<file path="config.mk">
export PLATFORM = sky130hd
export DESIGN_NAME = meshNode
export DESIGN_NICKNAME = d
export VERILOG_FILES = /design/src/hw/meshPkg.sv /design/src/hw/linkBuffer.sv /design/src/hw/meshNode.sv /design/src/hw/nodeMemory.sv /design/src/hw/xyRouter.sv
export VERILOG_INCLUDE_DIRS = /design/src /design/src/hw
export SDC_FILE = /design/constraint.sdc
export NUM_CORES = 2
export LEC_CHECK = 0
export BUFFER_PORTS_ARGS = -buffer_cell sky130_fd_sc_hd__clkbuf_2
export CAP_MARGIN = 20
export CORE_UTILIZATION = 56
export CTS_CLUSTER_SIZE = 8
export DETAILED_ROUTE_END_ITERATION = 10
export PLACE_DENSITY = 0.74
export SLEW_MARGIN = 20
export SYNTH_ARGS = -nofsm -noshare
export SYNTH_HDL_FRONTEND = slang
export SYNTH_SLANG_ARGS = --single-unit
</file>
<file path="constraint.sdc">
create_clock -name clk -period 7.7 [get_ports clk]
set_input_delay 0.77 -clock clk [delete_from_list [all_inputs] [get_ports clk]]
set_output_delay 0.77 -clock clk [all_outputs]
set_load 0.005 [all_outputs]
</file>
<file path="src/hw/mesh_config.svh">
`ifndef MESH_CONFIG_SVH
`define MESH_CONFIG_SVH

// Mesh of MESH_DIM nodes on a side numbered row-major
`define MESH_DIM 3
`define NODE_COUNT 9
`define NODE_ID_WIDTH 4

// Four neighbour router ports plus the local memory
`define PORT_COUNT 5

// Memory word and reply payload
`define DATA_WIDTH 32
`define MEM_DEPTH 16
`define MEM_ADDR_WIDTH 4

// Flits per link buffer give the starting credit of every sender
`define LINK_DEPTH 4
`define CREDIT_WIDTH 3

`endif

</file>
<file path="src/hw/meshPkg.sv">
`include "mesh_config.svh"

package meshPkg;

	typedef logic [`NODE_ID_WIDTH-1:0] nodeNum;
	typedef logic [`MEM_ADDR_WIDTH-1:0] memAddr;
	typedef logic [`DATA_WIDTH-1:0] memWord;
	typedef logic [`CREDIT_WIDTH-1:0] creditCount;

	typedef enum logic {
		FLIT_READ,
		FLIT_REPLY
	} flitKind;

	// Router port order is also the index into every per-port array
	typedef enum logic [2:0] {
		DIR_NORTH = 3'd0,
		DIR_SOUTH = 3'd1,
		DIR_EAST = 3'd2,
		DIR_WEST = 3'd3,
		DIR_LOCAL = 3'd4
	} portDir;

	// src and data are zero in a request
	typedef struct packed {
		flitKind kind;
		nodeNum dest;
		nodeNum src;
		memAddr addr;
		memWord data;
	} meshFlit;

	// Forward half of a link whose credit goes back on its own wire
	typedef struct packed {
		logic valid;
		meshFlit flit;
	} linkFwd;

endpackage

</file>
<file path="src/hw/linkBuffer.sv">
`timescale 1ns/1ps
`include "mesh_config.svh"

module linkBuffer import meshPkg::*; (
	input logic clk,
	input logic rstN,
	input linkFwd in,
	input logic pop,
	output linkFwd head,
	output logic credit
);

	localparam int PTR_WIDTH = $clog2(`LINK_DEPTH);

	meshFlit store [`LINK_DEPTH];
	logic [PTR_WIDTH-1:0] wrPtr;
	logic [PTR_WIDTH-1:0] rdPtr;
	creditCount fill;
	logic doPop;

	// Sender credits keep the fill at or below LINK_DEPTH
	assign doPop = pop && (fill != '0);
	assign head = {fill != '0, store[rdPtr]};

	always_ff @(posedge clk) begin
		if (in.valid)
			store[wrPtr] <= in.flit;
	end

	always_ff @(posedge clk or negedge rstN) begin
		if (!rstN) begin
			wrPtr <= '0;
			rdPtr <= '0;
			fill <= '0;
			credit <= 1'b0;
		end else begin
			if (in.valid)
				wrPtr <= wrPtr + 1'b1;
			if (doPop)
				rdPtr <= rdPtr + 1'b1;
			fill <= fill + creditCount'(in.valid) - creditCount'(doPop);
			// One credit back upstream for every slot freed
			credit <= doPop;
		end
	end

endmodule

</file>
<file path="src/hw/meshNode.sv">
`timescale 1ns/1ps
`include "mesh_config.svh"

module meshNode import meshPkg::*; #(
	parameter int ROW = 0,
	parameter int COL = 0
) (
	input logic clk,
	input logic rstN,
	input linkFwd northIn,
	input linkFwd southIn,
	input linkFwd eastIn,
	input linkFwd westIn,
	output logic northCreditOut,
	output logic southCreditOut,
	output logic eastCreditOut,
	output logic westCreditOut,
	output linkFwd northOut,
	output linkFwd southOut,
	output linkFwd eastOut,
	output linkFwd westOut,
	input logic northCreditIn,
	input logic southCreditIn,
	input logic eastCreditIn,
	input logic westCreditIn,
	input logic bootWe,
	input nodeNum bootSel,
	input memAddr bootAddr,
	input memWord bootData
);

	linkFwd bufIn [`PORT_COUNT];
	linkFwd bufHead [`PORT_COUNT];
	logic [`PORT_COUNT-1:0] bufPop;
	logic [`PORT_COUNT-1:0] bufCredit;
	linkFwd routeOut [`PORT_COUNT];
	logic [`PORT_COUNT-1:0] routeCredit;

	assign bufIn[DIR_NORTH] = northIn;
	assign bufIn[DIR_SOUTH] = southIn;
	assign bufIn[DIR_EAST] = eastIn;
	assign bufIn[DIR_WEST] = westIn;
	assign northCreditOut = bufCredit[DIR_NORTH];
	assign southCreditOut = bufCredit[DIR_SOUTH];
	assign eastCreditOut = bufCredit[DIR_EAST];
	assign westCreditOut = bufCredit[DIR_WEST];

	assign northOut = routeOut[DIR_NORTH];
	assign southOut = routeOut[DIR_SOUTH];
	assign eastOut = routeOut[DIR_EAST];
	assign westOut = routeOut[DIR_WEST];
	assign routeCredit[DIR_NORTH] = northCreditIn;
	assign routeCredit[DIR_SOUTH] = southCreditIn;
	assign routeCredit[DIR_EAST] = eastCreditIn;
	assign routeCredit[DIR_WEST] = westCreditIn;

	for (genvar p = 0; p < `PORT_COUNT; p++) begin : gBuf
		linkBuffer uBuf (
			.clk(clk),
			.rstN(rstN),
			.in(bufIn[p]),
			.pop(bufPop[p]),
			.head(bufHead[p]),
			.credit(bufCredit[p])
		);
	end

	xyRouter #(.ROW(ROW), .COL(COL)) uRouter (
		.clk(clk),
		.rstN(rstN),
		.heads(bufHead),
		.pops(bufPop),
		.outs(routeOut),
		.creditsIn(routeCredit)
	);

	// Reads leave on the local output, replies come back into the local buffer
	nodeMemory #(.NODE_ID(ROW * `MESH_DIM + COL)) uMem (
		.clk(clk),
		.rstN(rstN),
		.req(routeOut[DIR_LOCAL]),
		.reqCredit(routeCredit[DIR_LOCAL]),
		.reply(bufIn[DIR_LOCAL]),
		.replyCredit(bufCredit[DIR_LOCAL]),
		.bootWe(bootWe),
		.bootSel(bootSel),
		.bootAddr(bootAddr),
		.bootData(bootData)
	);

endmodule

</file>
<file path="src/hw/nodeMemory.sv">
`timescale 1ns/1ps
`include "mesh_config.svh"

module nodeMemory import meshPkg::*; #(
	parameter int NODE_ID = 0
) (
	input logic clk,
	input logic rstN,
	input linkFwd req,
	output logic reqCredit,
	output linkFwd reply,
	input logic replyCredit,
	input logic bootWe,
	input nodeNum bootSel,
	input memAddr bootAddr,
	input memWord bootData
);

	memWord mem [`MEM_DEPTH];
	linkFwd reqHead;
	logic reqPop;
	creditCount creditsLeft;
	logic replyValid;
	meshFlit replyFlit;

	linkBuffer uReqBuf (
		.clk(clk),
		.rstN(rstN),
		.in(req),
		.pop(reqPop),
		.head(reqHead),
		.credit(reqCredit)
	);

	// A reply lives in the register for one cycle, so a free credit is enough
	assign reqPop = reqHead.valid && (creditsLeft != '0);
	assign reply = {replyValid, replyFlit};

	always_ff @(posedge clk) begin
		// Select values of NODE_COUNT and above match no node
		if (bootWe && bootSel == nodeNum'(NODE_ID))
			mem[bootAddr] <= bootData;
		if (reqPop) begin
			replyFlit.kind <= FLIT_REPLY;
			replyFlit.dest <= nodeNum'(`NODE_COUNT - 1);
			replyFlit.src <= nodeNum'(NODE_ID);
			replyFlit.addr <= reqHead.flit.addr;
			replyFlit.data <= mem[reqHead.flit.addr];
		end
	end

	always_ff @(posedge clk or negedge rstN) begin
		if (!rstN) begin
			replyValid <= 1'b0;
			creditsLeft <= creditCount'(`LINK_DEPTH);
		end else begin
			replyValid <= reqPop;
			creditsLeft <= creditsLeft - creditCount'(reqPop) + creditCount'(replyCredit);
		end
	end

endmodule

</file>
<file path="src/hw/xyRouter.sv">
`timescale 1ns/1ps
`include "mesh_config.svh"

module xyRouter import meshPkg::*; #(
	parameter int ROW = 0,
	parameter int COL = 0
) (
	input logic clk,
	input logic rstN,
	input linkFwd heads [`PORT_COUNT],
	output logic [`PORT_COUNT-1:0] pops,
	output linkFwd outs [`PORT_COUNT],
	input logic [`PORT_COUNT-1:0] creditsIn
);

	portDir route [`PORT_COUNT];
	creditCount creditCnt [`PORT_COUNT];
	logic [2:0] rrLast [`PORT_COUNT];
	logic [2:0] grantIdx [`PORT_COUNT];
	logic [`PORT_COUNT-1:0] grantValid;

	// X first and then Y, at the destination reads go local and replies exit east
	always_comb begin
		int destRow;
		int destCol;
		for (int i = 0; i < `PORT_COUNT; i++) begin
			destRow = int'(heads[i].flit.dest) / `MESH_DIM;
			destCol = int'(heads[i].flit.dest) % `MESH_DIM;
			if (destCol > COL)
				route[i] = DIR_EAST;
			else if (destCol < COL)
				route[i] = DIR_WEST;
			else if (destRow > ROW)
				route[i] = DIR_SOUTH;
			else if (destRow < ROW)
				route[i] = DIR_NORTH;
			else if (heads[i].flit.kind == FLIT_READ)
				route[i] = DIR_LOCAL;
			else
				route[i] = DIR_EAST;
		end
	end

	// Round-robin per output starts after the last input served
	always_comb begin
		int idx;
		pops = '0;
		for (int o = 0; o < `PORT_COUNT; o++) begin
			grantValid[o] = 1'b0;
			grantIdx[o] = '0;
			for (int k = 1; k <= `PORT_COUNT; k++) begin
				idx = (int'(rrLast[o]) + k) % `PORT_COUNT;
				if (!grantValid[o] && creditCnt[o] != '0 && heads[idx].valid
						&& route[idx] == portDir'(o)) begin
					grantValid[o] = 1'b1;
					grantIdx[o] = 3'(idx);
					pops[idx] = 1'b1;
				end
			end
			outs[o].valid = grantValid[o];
			outs[o].flit = heads[grantIdx[o]].flit;
		end
	end

	always_ff @(posedge clk or negedge rstN) begin
		if (!rstN) begin
			for (int o = 0; o < `PORT_COUNT; o++) begin
				creditCnt[o] <= creditCount'(`LINK_DEPTH);
				rrLast[o] <= '0;
			end
		end else begin
			for (int o = 0; o < `PORT_COUNT; o++) begin
				// Send and credit return may land in the same cycle
				creditCnt[o] <= creditCnt[o] - creditCount'(grantValid[o])
					+ creditCount'(creditsIn[o]);
				if (grantValid[o])
					rrLast[o] <= grantIdx[o];
			end
		end
	end

endmodule

</file>
==> parameters.txt <==
Parameter                              Value

Outcome
  Outcome    finished, final reports clean

STA
  Tightest Pin Transition    1.07 ns
  Period utilisation layout    98.5%
  Unrepaired setup endpoints after global routing    true
  # setup viols final    0
  Worst rel slew slack    28.8%
  Final period demand of the worst path    7.58 ns
  Final max-slew violation count    0
  Fmax achieved    0.132 GHz
  Number of endpoints with negative hold slack in the final report    0
  Fin Setup TNS    0 ns
  Post-route clock skew    0.0910 ns

Clocking
  Clk buf depth    3
  Total clock buffers created by CTS    207
  Clock latency reported for the late side of the worst-skew pair    0.84 ns
  Clock slew at the register clock pins of the worst setup and hold paths    0.05 ns
  CTS tree    done
  # clock sinks    1503
  Maximum level of the CTS H-tree    4
  Root buffer cell    sky130_fd_sc_hd__clkbuf_16

Worst setup path
  Delay contributed by the slowest stage of the critical path    0.60 ns
  Data required time of the critical path    6.93 ns
  Count of buffering cells on the critical path with inverters included    6
  Max stage delay cell, worst path    sky130_fd_sc_hd__or4_4
  Sort of element at the end of the critical path    primary output
  Worst Path Max Fanout    30
  Worst setup path category    reg -> out
  Arr. time, crit path    6.81 ns
  Series of cell instances along the critical path    mux4_2 > buf_4 > and2b_4 > nor2_2 > o22a_1 > ha_1 > nor4_4 > buf_4 > nand2_1 > nand4_1 > a21oi_1 > or4_4 > a21bo_4 > buf_4 > o221ai_1 > a221o_1 > and2_4 > buf_12 > mux2i_1 > a311oi_2 > buf_4 > clkbuf_2
  Largest delay contributor family on the critical path    simple AND/OR/NAND/NOR gates
  Worst setup SP type    flip-flop
  Cell seen most often among critical-path stages    sky130_fd_sc_hd__buf_4

Floorplan
  Die area    133000 sq um
  Die extent in y    364 um
  Initial core utilization    56.5%
  Boundary pin count    419
  Cell Rows    132
  Core Box Area    130000 sq um
  Die width    364 um

Route
  Final WL    217000 um
  Via density per instance    6.62
  Violation count after the first detailed-route iteration    5761
  Detailed Routing Iterations Pass 1    8
  Via count    47000
  Remaining routing DRC violations    0
  Count of nets left with antenna violations after detail routing    0
  Routed wirelength normalized by instance count    30.6 um

Placement
  Detailed Place HPWL    135000 um
  Weighted congestion reported at the end of routability-driven placement    1.00
  IO buf count    416

Cells and area
  Layout filler cell count    8918
  Final layout net count    5661
  Most common library cell in the layout ignoring fill and taps    sky130_fd_sc_hd__edfxtp_1
  Highest-count cells in the layout ignoring fill and taps    sky130_fd_sc_hd__edfxtp_1 (1428), sky130_fd_sc_hd__clkbuf_2 (414), sky130_fd_sc_hd__mux4_2 (411), sky130_fd_sc_hd__nand2_1 (300), sky130_fd_sc_hd__buf_4 (240)
  Area delta synth->final    14.9%
  Layout Utilization    65.0%
  Layout cells sized above 1    29.0%

Global routing
  Total grt overflow    0
  Wire length of the first global-routing pass    309000 um
  Number of global-route vias before repair    46400
  Overall fraction of global-route tracks in use    32.2%
  Largest net degree at the start of global routing    67
  Initial antenna violation count    38

Yosys
  Share of Yosys cell area claimed by the top area cell type    58.4%
  Area of the mapped netlist    73400 sq um
  Cells after Synth    4776
  Fraction of synthesis flops using an asynchronous set or reset pin    4.99%
  Average instance area after synthesis    15.4 sq um
  Synthesis Warnings    0
  Area leader, netlist    sky130_fd_sc_hd__edfxtp_1
  Yosys cell types    116
  Mapped Nets    5184
  Count of flip-flops with a built-in enable after synthesis    1428
  Main flop type after synthesis    sky130_fd_sc_hd__edfxtp_1
  Top cells by area in the synthesized netlist    sky130_fd_sc_hd__edfxtp_1 (58%), sky130_fd_sc_hd__mux4_2 (13%), sky130_fd_sc_hd__mux2i_1 (3.1%), sky130_fd_sc_hd__ha_1 (2.8%), sky130_fd_sc_hd__dfrtp_1 (2.4%)
  Yosys reg bits    1503
  Sequential-to-total area share from yosys stat    61.0%

Min path
  Class of the worst hold path    in -> reg

Run
  Max_cap viols    0
-- area by class of cell --
cell class | count | area, sq um | share of cell area, %
clock buffers | 266 | 5420 | 6.43
diodes | 29 | 72.6 | 0.0861
repair buffers | 691 | 4600 | 5.45
multi-input cells | 2664 | 26100 | 31.0
inverters | 186 | 703 | 0.834
flip-flops and latches | 1503 | 44800 | 53.1
well taps | 1742 | 2180 | 2.58
clock inverters | 18 | 447 | 0.530
-- cell families (layout without fill, tap and decap cells) --
logic type / after synthesis / after routing / share of synthesized area (%)
AOI/OAI and AO/OA: 709 / 709 / 6.82
xor gates and xnor gates: 100 / 100 / 1.21
adders and majority gates: 177 / 177 / 3.13
buffers and inverters: 610 / 1161 / 4.33
DFF: 1503 / 1503 / 61.0
muxes: 672 / 672 / 16.6
other: 1 / 30 / 0.00511
and+or+nand+nor: 1004 / 1005 / 6.89
-- worst register-to-register path: cells and delay by family (launching register included) --
kind / cells / cell delay, ns
multiplexers: 1 / 0.56
adder cells (fa/ha/maj): 4 / 1.13
AO/OA/AOI/OAI: 5 / 1.28
flip-flops: 1 / 0.45
XOR/XNOR: 2 / 0.32
AND/OR/NAND/NOR: 9 / 2.94
buffers and inverters: 3 / 0.32
-- sequential cells by signal, indices dropped and copies added, names as in the netlist --
name,count
uMem.uReqBuf.store,16
gBuf.uBuf.rdPtr,10
uMem.creditsLeft,3
uMem.uReqBuf.fill,3
gBuf.uBuf.fill,15
uMem.mem,512
uRouter.rrLast,12
gBuf.uBuf.wrPtr,10
uMem.uReqBuf.rdPtr,2
uMem.reply,36
uMem.uReqBuf.wrPtr,2
uRouter.creditCnt,12
gBuf.uBuf.credit,5
gBuf.uBuf.store,864
uMem.replyValid,1
-- cell usage after synthesis, drive strengths merged (39+ instances only) --
cell type and number:
a21oi 139, a311oi 39, and2 46, buf 289, clkbuf 135, dfrtp 70
edfxtp 1428, ha 166, inv 181, mux2i 228, mux4 430, nand2 302
nand2b 114, nand3 62, nor2 201, nor3 80, o21ai 148, xnor2 77
-- layer usage --
metal  track usage [%]  routed length (um)
met2              54.2              108000
met3              6.47               19800
met4              16.3               11900
met5                 0                 114
met1              39.6               77200
-- worst paths after layout --
| check | start | to | slack, ns | cells after the start |
|---|---|---|---|---|
| max in group asynchronous | rstN | gBuf[4].uBuf.rdPtr[0] | 6.04 | 3 |
| max reg2reg | gBuf[0].uBuf.rdPtr[0] | gBuf[1].uBuf.fill[2] | 0.60 | 24 |
| min reg2reg | gBuf[4].uBuf.fill[2] | gBuf[4].uBuf.fill[2] | 0.49 | 1 |
| min | southIn[11] | gBuf[1].uBuf.store[2][11] | 0.15 | 1 |
| max | gBuf[0].uBuf.rdPtr[0] | eastOut[24] | 0.12 | 22 |
| min in group asynchronous | rstN | gBuf[0].uBuf.wrPtr[0] | 0.55 | 2 |
-- metrics by stage --
stage | instance area [sq um] | setup WS, ns | cells | hold WS (ns)
4_1_cts | 83500 | 0.00220 | 7027 | 0.103
6_report | 84300 | 0.117 | 7099 | 0.152
5_1_grt | 84300 | -0.211 | 7096 | 0.129
2_1_floorplan | 73400 | 0.0112 | 4776 | 0.456
3_3_place_gp | 77300 | 0.517 | 6732 | 0.472
3_5_place_dp | 77300 | 0.468 | 6732 | 0.480
-- what timing repair did --
item,in CTS,in global routing
endpoints found under the setup margin,111,139
setup buffers,10,36
cloned,0,7
hold buffers,1,0
hold endpoints to repair,14,0
gates resized for setup,35,87
pin swaps,4,14
Power is left out: the tool's default activity adds up to more than one toggle a clock period on the data nets, which glitch-free logic cannot reach.
